**src/include/hdown_settings.svh**
```systemverilog
// Bus and memory settings for the hdown subsystem
// Address width, memory depth in halfwords, memory wait states

`ifndef HDOWN_SETTINGS_SVH
`define HDOWN_SETTINGS_SVH

// ---------------------------------------------------------------------------
// Bus geometry
// ---------------------------------------------------------------------------

// Byte address width on both AHB-Lite sides
`define HDOWN_ADDR_WIDTH 16

// ---------------------------------------------------------------------------
// On-chip memory
// ---------------------------------------------------------------------------

// Number of 16-bit locations, so 2 KiB of storage
`define HDOWN_MEM_DEPTH 1024

// Low-ready cycles before each beat completes
`define HDOWN_WAIT_STATES 1

`endif

```
**src/design/ahb_pkg.sv**
```systemverilog
// AHB-Lite protocol encodings
// HTRANS and HSIZE types, HRESP codes

package ahb_pkg;

   // ------------------------------------------------------------------------
   // Transfer type
   // ------------------------------------------------------------------------

   typedef enum logic [1:0] {
      HTRANS_IDLE   = 2'b00,
      HTRANS_BUSY   = 2'b01,
      HTRANS_NONSEQ = 2'b10,
      HTRANS_SEQ    = 2'b11
   } htrans_t;

   // ------------------------------------------------------------------------
   // Transfer size, only up to a word on this bus
   // ------------------------------------------------------------------------

   typedef enum logic [2:0] {
      HSIZE_BYTE = 3'b000,
      HSIZE_HALF = 3'b001,
      HSIZE_WORD = 3'b010
   } hsize_t;

   // Slave response codes
   localparam logic HRESP_OKAY  = 1'b0;
   localparam logic HRESP_ERROR = 1'b1;

endpackage

```
**src/design/cmd_pkg.sv**
```systemverilog
// Command port types
// Command size, data record width and the size-to-HSIZE mapping

package cmd_pkg;

   import ahb_pkg::*;

   // Size field of a command
   typedef enum logic [1:0] {
      CMD_BYTE = 2'b00,
      CMD_HALF = 2'b01,
      CMD_WORD = 2'b10
   } cmd_size_t;

   // Write data and read response payload
   typedef logic [31:0] cmd_data_t;

   // Command size onto the bus size encoding
   function automatic hsize_t cmd_size_to_hsize(input cmd_size_t size);
      hsize_t hs;
      case (size)
         CMD_BYTE: hs = HSIZE_BYTE;
         CMD_HALF: hs = HSIZE_HALF;
         default:  hs = HSIZE_WORD;
      endcase
      return hs;
   endfunction

endpackage

```
**src/design/ahb_cmd_master.sv**
```systemverilog
// Command-driven AHB-Lite master
// Address-phase and data-phase slots, error cancel and reissue, response output

`timescale 1ns/1ps
`include "hdown_settings.svh"

module ahb_cmd_master (
   input  logic                         HCLK,
   input  logic                         HRESETn,
   // Command port
   input  logic                         cmd_valid,
   output logic                         cmd_ready,
   input  logic                         cmd_write,
   input  cmd_pkg::cmd_size_t           cmd_size,
   input  logic [`HDOWN_ADDR_WIDTH-1:0] cmd_addr,
   input  cmd_pkg::cmd_data_t           cmd_wdata,
   // Response port
   output logic                         rsp_valid,
   output cmd_pkg::cmd_data_t           rsp_rdata,
   output logic                         rsp_err,
   // AHB-Lite master side
   output logic [`HDOWN_ADDR_WIDTH-1:0] haddr,
   output ahb_pkg::htrans_t             htrans,
   output ahb_pkg::hsize_t              hsize,
   output logic                         hwrite,
   output logic [31:0]                  hwdata,
   input  logic [31:0]                  hrdata,
   input  logic                         hready,
   input  logic                         hresp
);
   import ahb_pkg::*;
   import cmd_pkg::*;

   // ------------------------------------------------------------------------
   // Slot state
   // ------------------------------------------------------------------------

   // Address-phase slot
   logic                         ap_valid;
   logic                         ap_write;
   hsize_t                       ap_size;
   logic [`HDOWN_ADDR_WIDTH-1:0] ap_addr;
   cmd_data_t                    ap_wdata;

   // Data-phase slot, write data must hold for the whole phase
   logic                         dp_valid;
   logic                         dp_write;
   cmd_data_t                    dp_wdata;

   logic                         take;
   logic                         err_cycle;
   logic                         ap_done;
   logic                         dp_done;

   // ------------------------------------------------------------------------
   // Handshake terms
   // ------------------------------------------------------------------------

   // Both ERROR cycles, the pending address phase is pulled back to IDLE
   assign err_cycle = dp_valid & hresp;

   // Address phase accepted by the slave on this edge
   assign ap_done   = ap_valid & hready & ~err_cycle;
   assign dp_done   = dp_valid & hready;

   // Slot free now or freed on this edge
   assign cmd_ready = ~ap_valid | ap_done;
   assign take      = cmd_valid & cmd_ready;

   // Bus outputs straight from the slots
   assign htrans = (ap_valid && !err_cycle) ? HTRANS_NONSEQ : HTRANS_IDLE;
   assign haddr  = ap_addr;
   assign hsize  = ap_size;
   assign hwrite = ap_write;
   assign hwdata = dp_wdata;

   // ------------------------------------------------------------------------
   // Control registers
   // ------------------------------------------------------------------------

   always_ff @(posedge HCLK or negedge HRESETn) begin
      if (!HRESETn) begin
         ap_valid  <= 1'b0;
         dp_valid  <= 1'b0;
         rsp_valid <= 1'b0;
         rsp_err   <= 1'b0;
      end else begin
         // A cancelled command stays in the slot and goes out again
         if (take) begin
            ap_valid <= 1'b1;
         end else if (ap_done) begin
            ap_valid <= 1'b0;
         end
         if (hready) begin
            dp_valid <= ap_done;
         end
         rsp_valid <= dp_done;
         if (dp_done) begin
            rsp_err <= hresp;
         end
      end
   end

   // ------------------------------------------------------------------------
   // Payload registers
   // ------------------------------------------------------------------------

   always_ff @(posedge HCLK) begin
      if (take) begin
         ap_write <= cmd_write;
         ap_size  <= cmd_size_to_hsize(cmd_size);
         ap_addr  <= cmd_addr;
         ap_wdata <= cmd_wdata;
      end
      if (ap_done) begin
         dp_write <= ap_write;
         dp_wdata <= ap_wdata;
      end
      // Read data only matters for reads
      if (dp_done && !dp_write) begin
         rsp_rdata <= hrdata;
      end
   end

endmodule

```
**config.mk**
```make
export PLATFORM = sky130hd
export DESIGN_NAME = ahb_cmd_master
export DESIGN_NICKNAME = d
export VERILOG_FILES = /design/src/design/ahb_pkg.sv /design/src/design/cmd_pkg.sv /design/src/design/ahb_cmd_master.sv
export VERILOG_INCLUDE_DIRS = /design/src /design/src/include
export SDC_FILE = /design/constraint.sdc
export NUM_CORES = 1
export LEC_CHECK = 0
export ABC_AREA = 0
export BUFFER_PORTS_ARGS = -buffer_cell sky130_fd_sc_hd__buf_4
export CORE_UTILIZATION = 47
export CTS_BUF_LIST = sky130_fd_sc_hd__clkbuf_8
export DETAILED_ROUTE_END_ITERATION = 8
export PLACE_DENSITY = 0.81
export SYNTH_ARGS = -nofsm -noshare
export SYNTH_HDL_FRONTEND = slang
export SYNTH_SLANG_ARGS = --single-unit
```
**constraint.sdc**
```tcl
create_clock -name HCLK -period 8.3 [get_ports HCLK]
set_clock_uncertainty 0.2 [all_clocks]
set_input_delay 1.245 -clock HCLK [delete_from_list [all_inputs] [get_ports HCLK]]
set_output_delay 1.245 -clock HCLK [all_outputs]
set_load 0.02 [all_outputs]
```
Word-level counts from Yosys, hierarchy flattened
Index checks and enable logic that the tools add are counted.
{"block": "totals", "regBits": 121, "latch_bits": 0, "ram_bits": 0, "rom_bits": 0, "in_bits": 88, "out_inout_bits": 89, "wordCells": 30, "memories": 0}
{"block": "op_classes", "n_addsub": 0, "mul": 0, "div": 0, "magnitude_cmp": 0, "n_eq_ne": 1, "n_shift": 0, "n_mux": 4, "n_bitwise": 8, "n_reduce_logical": 6}
{"operator": "$and A1 B1 Y1", "n": 5}
{"operator": "$pmux W2 S2", "n": 1}
{"operator": "$eq A2 B1 Y1 const B", "n": 1}
{"operator": "$logic_and A1 B1 Y1", "n": 2}
{"operator": "$logic_not A1 Y1", "n": 2}
{"operator": "$logic_not A2 Y1", "n": 1}
{"operator": "$mux W1", "n": 2}
{"operator": "$mux W2", "n": 1}
{"operator": "$not A1 Y1", "n": 2}
{"operator": "$reduce_bool A2 Y1", "n": 1}
{"operator": "$or A1 B1 Y1", "n": 1}

Longest topological paths before layout
{"block": "depth", "word_depth": 6, "depth_mapped": 2, "mapped_depth_nobuf": 2}

Worst setup path before layout
No wires, ideal clock.
{"block": "synth_path", "path_kind": "input to register", "start": "input hready", "end": "register ap_wdata[0], enable pin", "setup_time_ns": 0.473, "t_arrival_ns": 3.911, "required_ns": 7.627, "setup_slack_ns": 3.716, "stages": 2, "path_buffers": 0, "path_cell_list": "a21bo_1 > a21boi_1"}
{"block": "synth_between", "elab_chain_len": 4}
{"item": "start, declared", "line": "ahb_cmd_master.sv:28", "rtl": "input logic hready,"}
{"item": "$and A1 B1 Y1 (2 in series)", "line": "ahb_cmd_master.sv:63", "rtl": "assign ap_done = ap_valid & hready & ~err_cycle;"}
{"item": "$or A1 B1 Y1", "line": "ahb_cmd_master.sv:67", "rtl": "assign cmd_ready = ~ap_valid | ap_done;"}
{"item": "$and A1 B1 Y1", "line": "ahb_cmd_master.sv:68", "rtl": "assign take = cmd_valid & cmd_ready;"}
{"item": "named net take", "line": "ahb_cmd_master.sv:50", "rtl": "logic take;"}
{"item": "end signal, assigned", "line": "ahb_cmd_master.sv:113", "rtl": "ap_wdata <= cmd_wdata;"}
{"item": "end, declared", "line": "ahb_cmd_master.sv:43", "rtl": "cmd_data_t ap_wdata;"}
The timed path passes the listed nets, and every way through them passes these cells.
A chain may end at the register's enable or synchronous reset.

Final worst setup path
{"block": "layout_path", "start": "input hready", "end": "output cmd_ready"}
{"block": "layout_between", "elab_chain_len": 3}
{"item": "$and A1 B1 Y1 (2 in series)", "line": "ahb_cmd_master.sv:63"}
{"item": "$or A1 B1 Y1", "line": "ahb_cmd_master.sv:67"}
{"item": "end, declared", "line": "ahb_cmd_master.sv:12", "rtl": "output logic cmd_ready,"}
No other way between the ends.

==> results by group <==
Worst setup path
  • Critical Path Start: hready
  • Slowest-stage cell, CP: a21bo_1
  • WP buf/inv: 2
  • Critical path peak fanout: 4
  • Worst path top cell family by delay: buffers and inverters
  • Cell repeated most along the worst path: buf_4
  • Crit-path cells: buf_4, a21bo_1, nand2_1, buf_4
  • Number of cells on the critical path: 4
  • Setup CP Type: input pin to output pin
  • Slowest stage delay, CP: 0.26 ns
  • Reg2Reg Depth: 3
  • CP Launch Type: input pin
  • Critical Path RT: 6.86 ns
  • WP data arrival: 1.86 ns
  • Critical path endpoint category: output pin
  • Crit Reg-Reg Startpoint: dp_valid

GRT
  • M3 GR Usage: 10.27%
  • Grt met1 use: 18.39%
  • Vias in the first global route: 2098
  • Largest net degree at the start of global routing: 52
  • Routing usage on met2: 28.35%
  • Global-route wire length before repair: 10.20 mm
  • Initial antenna violation count: 0
  • Peak-usage layer in the global routing report: met2
  • GRT Total Usage: 17.75%
  • Total congestion overflow: 0

Detailed routing
  • Routed wire length: 6.986 mm
  • Remaining DRCs: 0
  • Via density: 4.576
  • Routed len/inst: 15.84 um
  • Via Count: 2018
  • ANT nets after route: 0
  • Pre-antenna DRT Iters: 5
  • Initial DRC count: 70

Timing
  • Final TNS setup: 0 ns
  • Maximum clock frequency: 302.6 MHz
  • Setup violators final: 0
  • RSZ-0062 raised after global routing: no
  • Worst slew pin tran: 0.7695 ns
  • Fin. max-slew vios: 0
  • Endpoints failing hold: 0
  • Min Tclk post-route: 3.305 ns
  • Slew Limit Headroom: 48.70%
  • Final worst-path cycle share: 39.82%

CTS
  • Post-CTS sizing: 0
  • TritonCTS Sinks: 120
  • Clk slew on worst S/H paths: 0.08 ns
  • Htree depth: 4
  • Root buffer cell: clkbuf_8
  • Clock Latency Late Sink: 0.41 ns
  • # hold bufs at CTS: 0
  • Post-CTS setup buffer count: 0
  • Num CTS Buffers: 17
  • Maximum buffer depth of the clock tree: 2
  • TritonCTS clock tree: done

Layout
  • # fillers: 442
  • Fin cells: 441
  • Ant diodes: 0
  • Nets: 417
  • Area growth from synthesis to layout: 51.44%
  • Share of cells above drive strength 1: 62.28%

Yosys
  • Syn_area_per_cell: 27.20 um^2
  • Ys flop type: edfxtp_1
  • Yosys warns: 0
  • Post-synth top area cell: edfxtp_1
  • Asr flop ratio synth: 3.333%
  • Post-synth top area share: 94.15%
  • Distinct cells, synth: 17
  • Mapped Area: 3700 um^2
  • Seq/Total Area, Yosys: 96.85%
  • Post-synth EDFFs: 116
  • Mapped Cells: 136
  • Top post-synthesis cells by area: edfxtp_1 94%, dfrtp_1 2.7%, buf_4 0.41%
  • Count leader, synth: edfxtp_1
  • #FFs+latches synth: 120
  • Post-synth top cells: 116 x edfxtp_1, 4 x dfrtp_1, 2 x buf_4

Floorplan
  • Die X-Extent: 90.73 um
  • Die Ht: 90.73 um
  • Core area: 7447 um^2
  • Die area: 8231 um^2
  • Initial Util: 49.68%
  • Boundary Pins: 177
  • Core Rows: 31

Run status
  • Status: completed

Power and ir drop
  • VDD IR max: 0.0001603 V
  • Static leakage: 2.265 nW
  • Power Total: 0.001465 W
  • Pwr dens: 261.5 nW/um^2

Min path
  • Hold Path Stages: 0
  • Type of the most critical hold path: flip-flop to flip-flop
  • Hold Path Origin: ap_wdata[15]

Placement
  • Placer congestion estimate: 0.7133
  • I/O Buffers: 174
  • Placed insts: 409
  • Placed wire-length estimate: 4.886 mm

Job
  • Max Cap Viol: 0
[layout make-up]
cell class / count / area (um^2) / share of cell area (%)
sequential: 120 / 3583 / 63.96
timing repair buffer: 176 / 1321 / 23.58
clock buffer: 17 / 234.0 / 4.176
clock inverter: 15 / 225.2 / 4.020
tap: 99 / 123.9 / 2.211
multi-input combinational: 13 / 111.4 / 1.987
inverter: 1 / 3.754 / 0.06699
[metrics by stage]
stage          hold WS (ns)  utilization, %  cell area [um^2]  setup slack, ns
2_1_floorplan        0.2003               -              3704            3.716
3_5_place_dp         0.2045           69.07              5144            5.003
6_report             0.2098           75.24              5603            4.995
4_1_cts              0.2121           75.24              5603            5.000
3_3_place_gp         0.2015           69.07              5144            5.022
5_1_grt              0.2174           75.24              5603            4.969
[power by group]
part	total (W)	internal (W)	switching, W
clock network	0.000590	0.000359	0.000231
registers	0.000730	0.000717	0.0000129
logic	0.000145	0.0000667	0.0000786
[registers in the layout, indices dropped and copies added, names as in the netlist]
signal,count
ap_valid,1
ap_wdata,32
dp_valid,1
dp_write,1
haddr,16
hsize,2
hwdata,32
hwrite,1
rsp_err,1
rsp_rdata,32
rsp_valid,1
[cell families (layout without fill, tap and decap cells)]
group	Yosys count	in the layout	share of synthesized area (%)
AO/OA/AOI/OAI	4	4	0.9809
flip-flops	120	120	96.86
AND/OR/NAND/NOR	5	5	0.7441
other	1	2	0.1014
buffers and inverters	4	209	0.6084
multiplexers	2	2	0.7100
[path summary, 6_finish.rpt]
check | end | slack, ns
max in group asynchronous | rsp_err | 7.39
min | hwdata[15] | 0.21
max | cmd_ready | 4.99
min reg2reg | hwdata[15] | 0.21
max reg2reg | ap_wdata[26] | 6.33
min in group asynchronous | rsp_valid | 0.41
[cell usage in the layout, fill, tap and decap left out, drive strengths merged]
cell	instances
dfrtp	4
nand2	2
clkinv	6
edfxtp	116
conb	2
inv	3
clkbuf	17
clkinvlp	2
a21bo	1
nor2b	1
nor2	1
a21o	1
mux2	2
buf	176
a21boi	2
bufinv	5
and2	1
[per-layer routing]
metal | up-vias | share of wire [%] | wire [um]
met3 | 7 | 13 | 918
met5 | - | 0 | 0
li1 | 923 | - | -
met2 | 146 | 49 | 3441
met1 | 942 | 36 | 2524
met4 | 0 | 1.4 | 101
[worst register-to-register path, stage by stage, from the launching register on]
cell and delay (ns):
dfrtp_1 0.43, a21bo_1 0.27, a21boi_4 0.15, buf_4 0.53
(Power assumes the default switching activity.)
