`src/include/hdown_settings.svh`:
```
// Bus and memory settings for the hdown subsystem
// Address width, memory depth in halfwords, memory wait states

`ifndef HDOWN_SETTINGS_SVH
`define HDOWN_SETTINGS_SVH

// ---------------------------------------------------------------------------
// Bus geometry
// ---------------------------------------------------------------------------

// Byte address width on both AHB-Lite sides
`define HDOWN_ADDR_WIDTH 16

// ---------------------------------------------------------------------------
// On-chip memory
// ---------------------------------------------------------------------------

// Number of 16-bit locations, so 2 KiB of storage
`define HDOWN_MEM_DEPTH 1024

// Low-ready cycles before each beat completes
`define HDOWN_WAIT_STATES 1

`endif

```
`src/design/ahb_pkg.sv`:
```
// AHB-Lite protocol encodings
// HTRANS and HSIZE types, HRESP codes

package ahb_pkg;

   // ------------------------------------------------------------------------
   // Transfer type
   // ------------------------------------------------------------------------

   typedef enum logic [1:0] {
      HTRANS_IDLE   = 2'b00,
      HTRANS_BUSY   = 2'b01,
      HTRANS_NONSEQ = 2'b10,
      HTRANS_SEQ    = 2'b11
   } htrans_t;

   // ------------------------------------------------------------------------
   // Transfer size, only up to a word on this bus
   // ------------------------------------------------------------------------

   typedef enum logic [2:0] {
      HSIZE_BYTE = 3'b000,
      HSIZE_HALF = 3'b001,
      HSIZE_WORD = 3'b010
   } hsize_t;

   // Slave response codes
   localparam logic HRESP_OKAY  = 1'b0;
   localparam logic HRESP_ERROR = 1'b1;

endpackage

```
`src/design/ahb_downsizer.sv`:
```
// 32-to-16-bit AHB-Lite downsizing bridge
// Word split into two halfword beats, read half merge, write lane select

`timescale 1ns/1ps
`include "hdown_settings.svh"

module ahb_downsizer (
   input  logic                         HCLK,
   input  logic                         HRESETn,
   // 32-bit slave side
   input  logic [`HDOWN_ADDR_WIDTH-1:0] s_haddr,
   input  logic                         s_hsel,
   input  ahb_pkg::htrans_t             s_htrans,
   input  ahb_pkg::hsize_t              s_hsize,
   input  logic                         s_hwrite,
   input  logic                         s_hready,
   input  logic [31:0]                  s_hwdata,
   output logic [31:0]                  s_hrdata,
   output logic                         s_hreadyout,
   output logic                         s_hresp,
   // 16-bit master side
   output logic [`HDOWN_ADDR_WIDTH-1:0] m_haddr,
   output ahb_pkg::htrans_t             m_htrans,
   output ahb_pkg::hsize_t              m_hsize,
   output logic                         m_hwrite,
   output logic [15:0]                  m_hwdata,
   input  logic [15:0]                  m_hrdata,
   input  logic                         m_hready,
   input  logic                         m_hresp
);
   import ahb_pkg::*;

   // ------------------------------------------------------------------------
   // State
   // ------------------------------------------------------------------------

   // Second beat of a word still to be issued
   logic                         second_q;
   // Lower read half waiting for its partner
   logic                         rdata_valid_q;
   // Write data lane of the beat in data phase
   logic                         wlane_q;

   // Word-aligned part of the address and write flag of the split word
   logic [`HDOWN_ADDR_WIDTH-1:2] addr_q;
   logic                         write_q;
   logic [15:0]                  rdata_q;

   logic                         word_req;

   // ------------------------------------------------------------------------
   // Request decode
   // ------------------------------------------------------------------------

   // Word transfer accepted on the slave side
   assign word_req = s_hsel & s_htrans[1] & s_hready & (s_hsize == HSIZE_WORD);

   // ------------------------------------------------------------------------
   // Master-side address phase
   // ------------------------------------------------------------------------

   // Aligned word, so A+2 is an OR of bit 1
   assign m_haddr  = second_q ? {addr_q, 2'b10} : s_haddr;
   assign m_hwrite = second_q ? write_q : s_hwrite;

   // Never bursts, every beat is NONSEQ
   assign m_htrans = (second_q || (s_hsel && s_htrans[1])) ? HTRANS_NONSEQ : HTRANS_IDLE;

   // Words go out as halfwords, smaller sizes pass unchanged
   always_comb begin
      if (second_q || s_hsize == HSIZE_WORD) begin
         m_hsize = HSIZE_HALF;
      end else begin
         m_hsize = s_hsize;
      end
   end

   // ------------------------------------------------------------------------
   // Data path
   // ------------------------------------------------------------------------

   // Lane follows bit 1 of the beat in data phase
   assign m_hwdata = wlane_q ? s_hwdata[31:16] : s_hwdata[15:0];

   // Merge halves of a word, else replicate the halfword
   assign s_hrdata = rdata_valid_q ? {m_hrdata, rdata_q} : {m_hrdata, m_hrdata};

   // First half of a word is hidden from the master, including its error
   assign s_hreadyout = m_hready & ~second_q;
   assign s_hresp     = m_hresp & ~second_q;

   // ------------------------------------------------------------------------
   // Control registers
   // ------------------------------------------------------------------------

   always_ff @(posedge HCLK or negedge HRESETn) begin
      if (!HRESETn) begin
         second_q      <= 1'b0;
         rdata_valid_q <= 1'b0;
         wlane_q       <= 1'b0;
      end else begin
         // Set on the first beat, cleared when the second beat is taken
         if ((s_hready && word_req) || (m_hready && second_q)) begin
            second_q <= word_req;
         end
         if (m_hready) begin
            rdata_valid_q <= second_q;
         end
         if (m_hready && m_htrans[1] && m_hwrite) begin
            wlane_q <= m_haddr[1];
         end
      end
   end

   // ------------------------------------------------------------------------
   // Payload registers
   // ------------------------------------------------------------------------

   always_ff @(posedge HCLK) begin
      if (word_req) begin
         addr_q  <= s_haddr[`HDOWN_ADDR_WIDTH-1:2];
         write_q <= s_hwrite;
      end
      // Lower half lands while the second beat is in address phase
      if (m_hready && second_q) begin
         rdata_q <= m_hrdata;
      end
   end

endmodule

```
`config.mk`:
```
export PLATFORM = sky130hd
export DESIGN_NAME = ahb_downsizer
export DESIGN_NICKNAME = d
export VERILOG_FILES = /design/src/design/ahb_pkg.sv /design/src/design/ahb_downsizer.sv
export VERILOG_INCLUDE_DIRS = /design/src /design/src/include
export SDC_FILE = /design/constraint.sdc
export NUM_CORES = 1
export LEC_CHECK = 0
export CAP_MARGIN = 40
export CORE_MARGIN = 8
export CORE_UTILIZATION = 30
export CTS_CLUSTER_DIAMETER = 40
export DETAILED_ROUTE_END_ITERATION = 8
export DONT_BUFFER_PORTS = 1
export SLEW_MARGIN = 40
export SYNTH_ARGS = -nofsm -noshare
export SYNTH_HDL_FRONTEND = slang
export SYNTH_SLANG_ARGS = --single-unit
```
`constraint.sdc`:
```
create_clock -name HCLK -period 3.44 [get_ports HCLK]
set_input_delay 0.688 -clock HCLK [delete_from_list [all_inputs] [get_ports HCLK]]
set_output_delay 0.688 -clock HCLK [all_outputs]
set_load 0.05 [all_outputs]
```
# --- After elaboration in Yosys (flattened, before gate mapping) ---
# Cells that the tools add are included.
# W data, S select, Z words.
word_totals:
  in_bits: 76
  reg_bits: 34
op_classes:
  muxes: 6
  n_bitwise: 6
  eq_ne: 1
  reduce_logical: 8
ops:
  columns: ["op", "count"]
  rows:
  - ["$mux W16", 3]
  - ["$and A1 B1 Y1", 5]
  - ["$logic_and A1 B1 Y1", 5]
  - ["$eq A3 B2 Y1 const B", 1]
  - ["$logic_or A1 B1 Y1", 3]
  - ["$mux W3", 1]
  - ["$mux W2", 1]
  - ["$mux W1", 1]
  - ["$not A1 Y1", 1]

# --- Logic depth before layout (Yosys ltp) ---
# Gate-level depths: netlist of run 1.
logic_depth:
  ltp_word: 5
  ltp_mapped: 4
  mapped_depth_nobuf: 3

# --- Least setup slack after synthesis of run 1 ---
# OpenSTA, ideal clock, no wires.
synth_path:
  kind: "input -> register"
  startpoint: "input s_hsize[0]"
  endpoint: "register addr_q[10] (netlist bit) (enable)"
  arrival_time_ps: 2346
  path_stages: 1
  required_ps: 3010
  path_slack_ps: 663
  n_path_buf: 0
  path_cell_list: "nor4_1"
synth_between:
  elab_chain_len: 2
synth_lines:
  columns: ["item", "line_no", "text"]
  rows:
  - ["start: declaration", "ahb_downsizer.sv:14", "input ahb_pkg::hsize_t s_hsize,"]
  - ["$eq A3 B2 Y1", "ahb_downsizer.sv:56", "assign word_req = s_hsel & s_htrans[1] & s_hready & (s_hsize == HSIZE_WORD);"]
  - ["$and A1 B1 Y1", "ahb_downsizer.sv:56", null]
  - ["end signal: assignment", "ahb_downsizer.sv:121", "addr_q <= s_haddr[`HDOWN_ADDR_WIDTH-1:2];"]
  - ["end: declaration", "ahb_downsizer.sv:45", "logic [`HDOWN_ADDR_WIDTH-1:2] addr_q;"]
# Every way passes these cells.
# A chain may end at the register's enable or synchronous reset.

# --- Worst setup path after layout of run 1 ---
layout_path:
  startpoint: "register second_q"
  endpoint: "output m_haddr[5]"
layout_between:
  elab_chain_len: 1
layout_lines:
  columns: ["item", "line_no", "text"]
  rows:
  - ["start: declaration", "ahb_downsizer.sv:38", "logic second_q;"]
  - ["start signal: assignment", "ahb_downsizer.sv:104", "second_q <= word_req;"]
  - ["$mux W16", "ahb_downsizer.sv:63", "assign m_haddr = second_q ? {addr_q, 2'b10} : s_haddr;"]
  - ["end: declaration", "ahb_downsizer.sv:22", "output logic [`HDOWN_ADDR_WIDTH-1:0] m_haddr,"]
# Every way passes these cells.

==> results of run 1 <==
layer usage:
| metal | global-route usage | vias to the layer above | wire, um |
|---|---|---|---|
| met3 | 0.0460 | 2 | 745 |
| met1 | 0.0736 | 492 | 1330 |
| met4 | 0.0449 | 0 | 40 |
| met5 | 0 | - | 0 |
| met2 | 0.193 | 98 | 2550 |
| li1 | - | 426 | - |
cells in the final DEF (no fill, tap or decap), drive strengths merged:
cell type,count
nor3,2
conb,1
dfrtp,3
a21o,3
clkbuf,6
and2,1
o21ai,1
nor4,1
nand2,3
nor2,4
buf,7
a31oi,1
nor2b,3
mux2,47
clkinv,2
inv,2
edfxtp,31
or2,1
power groups by stage:
stage	combinational [uW]	sequential, uW	clock (uW)
3_5_place_dp	324	485	0
4_1_cts	325	476	288
3_3_place_gp	325	484	0
6_report	322	476	273
5_1_grt	333	478	308
2_1_floorplan	375	468	0
through the flow:
step	hold slack, ps	cells	util
after global placement	393	186	0.306
after global routing	75.3	194	0.320
after CTS	83.9	194	0.320
after detailed placement	393	186	0.306
after floorplan	392	128	-
final	99.0	194	0.320
critical path: cells and delay by family (launching register included):
family | cells | cell delay (ps)
DFF | 1 | 650
muxes | 1 | 480
buffers and inverters | 1 | 290
cells by family (layout without fill, tap and decap cells):
family | Yosys count | count (layout) | synth area share
muxes | 47 | 47 | 0.289
DFF | 34 | 34 | 0.546
other | 1 | 1 | 0.00204
and+or+nand+nor | 15 | 15 | 0.0401
buffers and inverters | 26 | 17 | 0.104
AOI/OAI and AO/OA | 5 | 5 | 0.0183
state kept, by name, indices dropped and copies added (netlist names):
register	cells
addr_q	14
rdata_q	16
rdata_valid_q	1
second_q	1
wlane_q	1
write_q	1
area by class of cell:
class	count	area, sq um	share of cell area
sequential	34	1010	0.531
timing repair buffer	7	52.6	0.0277
multi-input combinational	68	654	0.345
clock inverter	2	8.76	0.00462
clock buffer	6	72.6	0.0383
inverter	2	7.51	0.00396
tap	75	93.8	0.0495
worst max path at each step:
stage                     startpoint         end  cells past startpoint
after detailed placement    second_q  m_haddr[5]                      2
after global routing        second_q  m_haddr[5]                      2
after global placement    s_hsize[1]  m_hsize[0]                      2
after CTS                   second_q  m_haddr[5]                      2
final                       second_q  m_haddr[5]                      2
after floorplan           s_hsize[0]  addr_q[10]                      1
==> flow_metrics.py, run 1 <==
metrics = {
    "status": {
        "status": "completed",
    },
    "final_layout": {
        "diodes": 0,
        "drive_above_1_share": 0.521,
        "area_delta_synth_final_pct": 2.92,
        "fin_area_sq_um": 1900,
        "nNetsFinal": 194,
        "fill_cells": 578,
    },
    "cts": {
        "postCtsSetupBuffers": 0,
        "cts_hold_buf": 0,
        "htreeDepth": 2,
        "cts.clk_slew.worst_paths_ps": 70,
        "tritoncts": "built",
        "insertion_delay_ps": 270,
        "clock-root-buffer": "clkbuf_8",
        "numCtsBuffers": 5,
        "ctsResizeCount": 0,
        "cts_buffer_depth": 2,
        "cts.sinks": 34,
    },
    "logic_synthesis": {
        "synth-seq-cells": 34,
        "yosys.area.top_type": "edfxtp_1",
        "ys_types": 19,
        "yosysMostFrequentCell": "mux2_2",
        "synth_edf_count": 31,
        "syn_area_sq_um": 1840,
        "yosys-top-cells-count": "mux2_2 (46), edfxtp_1 (31), buf_4 (18)",
        "avgSynthCellArea_sq_um": 14.4,
        "async_flop_share": 0.0882,
        "yosysWarningCount": 0,
        "yosysSeqAreaShare": 0.546,
        "netlist.area_leader.share": 0.505,
        "ys.flop_type": "edfxtp_1",
        "synthCells": 128,
        "synth_fp_nets": 204,
        "synthTopCellsByArea": "edfxtp_1 (51%), mux2_2 (28%), buf_4 (7.3%)",
    },
    "timing": {
        "fin_crit_sh": 0.697,
        "worst_slew_pin_slew_ps": 733,
        "tns_ps": 0,
        "fmaxAchievable_mhz": 417,
        "layout_setup_ws_ps": 1040,
        "fin_crit_ps": 2400,
        "fin_skew_ps": 7.12,
        "rsz0062_at_grt": "false",
        "setup_viol": 0,
        "finalHoldViolations": 0,
        "slew_headroom": 0.511,
        "slew_viol_final": 0,
    },
    "placement": {
        "placed_cell_area_sq_um": 1810,
        "gp_congestion": 0.796,
        "dp_hpwl_mm": 3.88,
        "place_ws_ps": 1310,
        "io_buffers": 0,
    },
    "power": {
        "power_frac_clock": 0.255,
        "switching_share": 0.378,
        "comb_power_share": 0.301,
        "intPower_uw": 666,
        "power.total_uw": 1070,
        "peakVddDrop_mv": 0.173,
        "p_per_area_nw_per_um2": 565,
        "power_frac_seq": 0.445,
        "p_leak_uw": 0.000653,
        "power.switching_uw": 405,
    },
    "worst_setup_path": {
        "crit_path_max_incr_delay_ps": 650,
        "worst_setup_path_end_kind": "output pin",
        "path_class": "reg2out",
        "crit_chain": "buf_4, mux2_2",
        "r2r-end": "rdata_q[0]",
        "reg2reg_depth": 1,
        "critPathMaxFanout": 15,
        "regToRegStartpoint": "second_q",
        "startpoint_type": "flip-flop",
        "critPathSlowestCell": "dfrtp_1",
        "rrSetupSlack_ps": 1720,
        "worstPathRequired_ps": 2750,
        "critical_path_arrival_ps": 1710,
    },
    "global_routing": {
        "antenna_found_initial": 0,
        "grt_pass1_vias": 1163,
        "gr-usage-all-layers": 0.0963,
        "grt_overflow": 0,
        "grt_pass1_wl_mm": 6.51,
        "grt_max_degree": 18,
    },
    "worst_hold_path": {
        "hp-class": "in2async",
    },
    "floorplan": {
        "die_x_um": 94.4,
        "io_pins": 148,
        "start_util": 0.311,
        "core_area_sq_um": 5920,
        "die_h_um": 94.4,
        "dieArea_sq_um": 8900,
        "rows": 28,
    },
    "job": {
        "max_cap_viol_count": 0,
    },
    "routing": {
        "postRouteAntennaNets": 0,
        "drt_pass1_iterations": 4,
        "drt_iter0_markers": 35,
        "wirelength_mm": 4.67,
        "drc_errors": 0,
        "wire_per_inst_um": 24.1,
        "vias": 1018,
        "vias_per_cell": 5.25,
    },
}
Note: power is estimated with default switching activity, not from simulation.
==> run 2, diff against run 1 <==
- clock period: 3.44 -> 2.51 ns (I/O delays scaled with it)
==> run 2 against run 1 <==
Against the previous run: core utilization rose by 0.95 points; clock-buffer cell count fell by 1; die area did not move; power rose by 48%; largest power group unchanged.
==> flow_metrics.py, run 2 (synthesis gave the netlist of run 1 again) <==
metrics = {
    "timing": {
        "tns_ps": 0,
        "slew_viol_final": 0,
        "fin_crit_sh": 0.834,
        "setup_viol": 0,
        "fin_hold_ws_ps": 314,
        "fin_skew_ps": 3.58,
        "fmaxAchievable_mhz": 478,
        "slew_headroom": 0.559,
        "worst_slew_pin_slew_ps": 661,
        "fin_crit_ps": 2090,
        "finalHoldViolations": 0,
        "rsz0062_at_grt": "false",
        "layout_setup_ws_ps": 417,
    },
    "cts": {
        "insertion_delay_ps": 280,
        "cts.clk_slew.worst_paths_ps": 70,
        "tritoncts": "built",
        "ctsResizeCount": 0,
        "cts_buffer_depth": 2,
        "cts.sinks": 34,
        "cts_hold_buf": 1,
        "numCtsBuffers": 5,
        "htreeDepth": 2,
        "clock-root-buffer": "clkbuf_8",
        "postCtsSetupBuffers": 0,
    },
    "global_routing": {
        "grt_overflow": 0,
        "grt_max_degree": 26,
        "grt_pass1_wl_mm": 6.41,
        "antenna_found_initial": 0,
        "grt_pass1_vias": 1168,
        "gr-usage-all-layers": 0.0936,
    },
    "routing": {
        "drt_pass1_iterations": 3,
        "wirelength_mm": 4.42,
        "drc_errors": 0,
        "postRouteAntennaNets": 0,
        "vias_per_cell": 5.13,
        "vias": 1005,
        "wire_per_inst_um": 22.5,
        "drt_iter0_markers": 56,
    },
    "floorplan": {
        "rows": 28,
        "io_pins": 148,
        "die_x_um": 94.4,
        "die_h_um": 94.4,
        "start_util": 0.311,
        "core_area_sq_um": 5920,
        "dieArea_sq_um": 8900,
    },
    "placement": {
        "io_buffers": 0,
        "dp_hpwl_mm": 3.68,
        "gp_congestion": 0.675,
        "place_ws_ps": 544,
    },
    "worst_setup_path": {
        "regToRegStartpoint": "second_q",
        "reg2reg_depth": 3,
        "crit_chain": "mux2_2",
        "worst_setup_path_end_kind": "output pin",
        "critical_path_arrival_ps": 1590,
        "rrSetupSlack_ps": 980,
        "cpLargestDelayFamily": "flip-flops",
        "startpoint_type": "flip-flop",
        "critPathMaxFanout": 17,
        "path_class": "reg2out",
        "worstPathRequired_ps": 2010,
        "critPathSlowestCell": "dfrtp_1",
        "crit_path_max_incr_delay_ps": 770,
        "r2r-end": "wlane_q",
        "crit_buf_inv": 0,
    },
    "final_layout": {
        "largest_register_ffs": 16,
        "area_delta_synth_final_pct": 5.98,
        "layout_commonest_cell": "mux2_2",
        "fill_cells": 580,
        "nNetsFinal": 196,
        "diodes": 0,
        "top_register": "rdata_q",
        "final_cell_mix": "mux2_2 (46), edfxtp_1 (31), buf_4 (8), clkbuf_8 (5), nor2_1 (4)",
        "top_regs": "rdata_q x16, addr_q x14",
        "drive_above_1_share": 0.537,
    },
    "job": {
        "max_cap_viol_count": 0,
    },
    "power": {
        "peakVddDrop_mv": 0.288,
        "p_per_area_nw_per_um2": 812,
        "p_leak_uw": 0.000670,
    },
    "worst_hold_path": {
        "hp-class": "in2reg",
        "min_path_cells": 0,
        "hp-start": "s_haddr[5]",
        "hold_path_end": "addr_q[5]",
    },
    "status": {
        "status": "completed",
    },
}
[run 2: power by group]
| group | internal [uW] | total (uW) | switching [uW] |
|---|---|---|---|
| clock network | 295 | 491 | 196 |
| logic | 96.8 | 443 | 346 |
| registers | 627 | 652 | 25.3 |
[run 2: metrics by stage]
step                cells  utilization  area (sq um)  power [uW]
floorplan             128            -          1850        1160
global placement      187        0.309          1830        1110
detailed placement    187        0.309          1830        1110
CTS                   196        0.329          1950        1610
global route          196        0.330          1950        1650
finish                196        0.330          1950        1590
[run 2: cell type report]
| type | instances | area, sq um | area share |
|---|---|---|---|
| clock buffer | 5 | 68.8 | 0.0353 |
| clock inverter | 3 | 45.0 | 0.0231 |
| inverter | 2 | 7.51 | 0.00385 |
| multi-input combinational | 68 | 659 | 0.338 |
| sequential | 34 | 1010 | 0.516 |
| tap | 75 | 93.8 | 0.0481 |
| timing repair buffer | 9 | 70.1 | 0.0359 |
[run 2: layer usage]
metal,vias to the layer above,routed length (um),share of wire,global-route usage
met1,487,1280,0.29,0.0821
met4,0,40,0.0091,0.0436
met5,-,0,0,0
met3,2,632,0.14,0.0381
met2,83,2460,0.56,0.180
li1,433,-,-,-
[run 2: worst max-delay path by stage]
stage | from | endpoint | slack (ps) | cells past startpoint
floorplan | second_q | m_hsize[1] | 280 | 3
global placement | second_q | m_haddr[3] | 600 | 1
detailed placement | second_q | m_haddr[1] | 540 | 1
CTS | second_q | m_haddr[1] | 230 | 1
global route | rdata_valid_q | s_hrdata[6] | 300 | 1
finish | rdata_valid_q | s_hrdata[6] | 420 | 1
==> run 3, diff against run 2 <==
- ABC_AREA: unset -> 1
- clock period: 2.51 -> 1.86 ns (I/O delays scaled with it)
==> run 3 against run 2 <==
Against the previous run: clock-buffer cell count up 1; hold slack worse by 130 ps; via count up 36%.
==> flow_metrics.py, run 3 <==
metrics = {
    "logic_synthesis": {
        "ys_types": 18,
        "synth-seq-cells": 34,
        "synth_fa_ha_area_frac": 0,
        "synth_fp_nets": 276,
        "ys.flop_type": "edfxtp_1",
        "synth-simple-area-share": 0.223,
        "synth_top_family_by_area": "simple AND/OR/NAND/NOR gates",
        "synthXorXnorAreaFrac": 0,
        "yosys.area.top_type": "edfxtp_1",
        "muxShareOfSynthArea": 0.113,
        "synth_edf_count": 31,
        "yosysMostFrequentCell": "nand2_1",
        "synthTopCellsByArea": "edfxtp_1 (49%), nand2_1 (20%), buf_4 (7.1%)",
        "yosys-top-cells-count": "nand2_1 (100), edfxtp_1 (31), buf_4 (18)",
        "synth_compound_area_frac": 0.00529,
        "yosysSeqAreaShare": 0.531,
        "avgSynthCellArea_sq_um": 9.47,
        "netlist.area_leader.share": 0.492,
        "synthCells": 200,
        "yosysWarningCount": 0,
        "async_flop_share": 0.0882,
        "syn_area_sq_um": 1890,
    },
    "timing": {
        "fin_hold_ws_ps": 186,
        "finalHoldViolations": 0,
        "tns_ps": 0,
        "worst_slew_pin_slew_ps": 538,
        "fin_crit_ps": 1770,
        "setup_viol": 0,
        "fmaxAchievable_mhz": 564,
        "slew_headroom": 0.641,
        "rsz0062_at_grt": "false",
        "fin_crit_sh": 0.953,
        "fin_skew_ps": 4.03,
        "slew_viol_final": 0,
    },
    "power": {
        "power_frac_clock": 0.221,
        "power.total_uw": 2260,
        "comb_power_share": 0.396,
        "intPower_uw": 1420,
        "p_leak_uw": 0.00118,
        "switching_share": 0.370,
        "power.switching_uw": 837,
        "power_frac_seq": 0.383,
        "peakVddDrop_mv": 0.404,
        "p_per_area_nw_per_um2": 870,
    },
    "global_routing": {
        "grt_overflow": 0,
        "grt_pass1_vias": 1473,
        "gr-usage-all-layers": 0.107,
        "grt_pass1_wl_mm": 7.52,
        "antenna_found_initial": 0,
        "grt_max_degree": 22,
    },
    "final_layout": {
        "drive_above_1_share": 0.301,
        "nNetsFinal": 301,
        "largest_register_ffs": 16,
        "diodes": 0,
        "top_regs": "rdata_q x16, addr_q x14",
        "final_cell_mix": "nand2_1 (100), edfxtp_1 (31), buf_12 (31), buf_4 (11), inv_1 (10)",
        "top_register": "rdata_q",
        "layout_commonest_cell": "nand2_1",
        "utilization": 0.416,
        "area_delta_synth_final_pct": 37.3,
        "fin_area_sq_um": 2600,
    },
    "floorplan": {
        "dieArea_sq_um": 9110,
        "core_area_sq_um": 6240,
        "io_pins": 148,
        "rows": 29,
        "die_h_um": 95.4,
        "die_x_um": 95.4,
        "start_util": 0.303,
    },
    "placement": {
        "gp_congestion": 0.680,
        "dp_hpwl_mm": 4.05,
        "placed_cell_area_sq_um": 2510,
        "io_buffers": 0,
    },
    "routing": {
        "vias_per_cell": 4.51,
        "wirelength_mm": 4.92,
        "drt_pass1_iterations": 4,
        "vias": 1367,
        "wire_per_inst_um": 16.2,
        "postRouteAntennaNets": 0,
        "drt_iter0_markers": 44,
        "drc_errors": 0,
    },
    "cts": {
        "tritoncts": "built",
        "cts.clk_slew.worst_paths_ps": 70,
        "numCtsBuffers": 5,
        "htreeDepth": 2,
        "postCtsSetupBuffers": 0,
        "cts.sinks": 34,
        "insertion_delay_ps": 270,
        "clock-root-buffer": "clkbuf_8",
        "cts_buffer_depth": 2,
    },
    "worst_setup_path": {
        "worstPathRequired_ps": 1490,
        "critPathMaxFanout": 9,
        "regToRegStartpoint": "second_q",
        "path_class": "reg2out",
        "critical_path_arrival_ps": 1400,
        "worst_setup_path_end_kind": "output pin",
        "startpoint_type": "flip-flop",
        "critPathLaunch": "wlane_q",
    },
    "status": {
        "status": "completed",
    },
    "worst_hold_path": {
        "hp-start": "s_haddr[6]",
        "hp-class": "in2reg",
    },
    "job": {
        "max_cap_viol_count": 0,
    },
}
## run 3: changes by cell type after synthesis, moves of 2 or more
cell	delta
nand2_1	+97
buf_6	-2
a21o_1	-3
nor2b_1	-3
inv_2	+2
mux2_2	-39
inv_1	+8
mux2_4	+8
buf_2	+2
## run 3: final timing paths
path                           endpoint  slack, ps  depth (start not counted)
min                           addr_q[6]        190                          0
min in group asynchronous      second_q        350                          1
min reg2reg                     wlane_q        640                          2
max in group asynchronous       wlane_q       1340                          1
max                        m_hwdata[14]         90                          2
max reg2reg                     wlane_q        350                          4
## run 3: layer usage
metal	vias to the layer above	part of all wire	GRT usage	wire [um]
li1	666	-	-	-
met1	634	0.34	0.0978	1690
met2	65	0.54	0.198	2640
met3	2	0.12	0.0630	578
met4	0	0.0039	0.0269	19
met5	-	0	0	0
## run 3: repair_timing
item                       in CTS  in global routing
gates resized for setup         1                  0
hold buffers                    1                  0
hold endpoints to repair        3                  0
setup endpoints to repair       9                  0
## run 3: cell families (layout without fill, tap and decap cells)
family,Yosys count,after routing
other,1,1
and+or+nand+nor,110,110
buffers and inverters,37,63
AOI/OAI and AO/OA,2,2
muxes,16,16
DFF,34,34
## run 3: metrics by stage
step	std cells	setup WS (ps)
3_5_place_dp	294	272
6_report	303	88.0
2_1_floorplan	200	263
3_3_place_gp	294	334
4_1_cts	303	65.7
5_1_grt	303	27.7
## run 3: cell type report
| type | instances | area [sq um] |
|---|---|---|
| Inverter | 12 | 45.0 |
| Fill cell | 595 | 3640 |
| Clock inverter | 2 | 8.76 |
| Timing Repair Buffer | 43 | 713 |
| Sequential cell | 34 | 1010 |
| Tap cell | 77 | 96.3 |
| Multi-Input combinational cell | 129 | 656 |
| Clock buffer | 6 | 72.6 |
## run 3: worst max-delay path: stages (launching register included)
cell     delay [ps]
dfrtp_2         470
buf_4           250
mux2_4          410
## run 3: power groups by stage
stage / clock, uW / sequential, uW / combinational [uW]
after CTS: 534 / 866 / 905
final: 499 / 866 / 895
after detailed placement: 0 / 881 / 901
after floorplan: 0 / 867 / 763
after global placement: 0 / 879 / 891
after global routing: 569 / 867 / 924
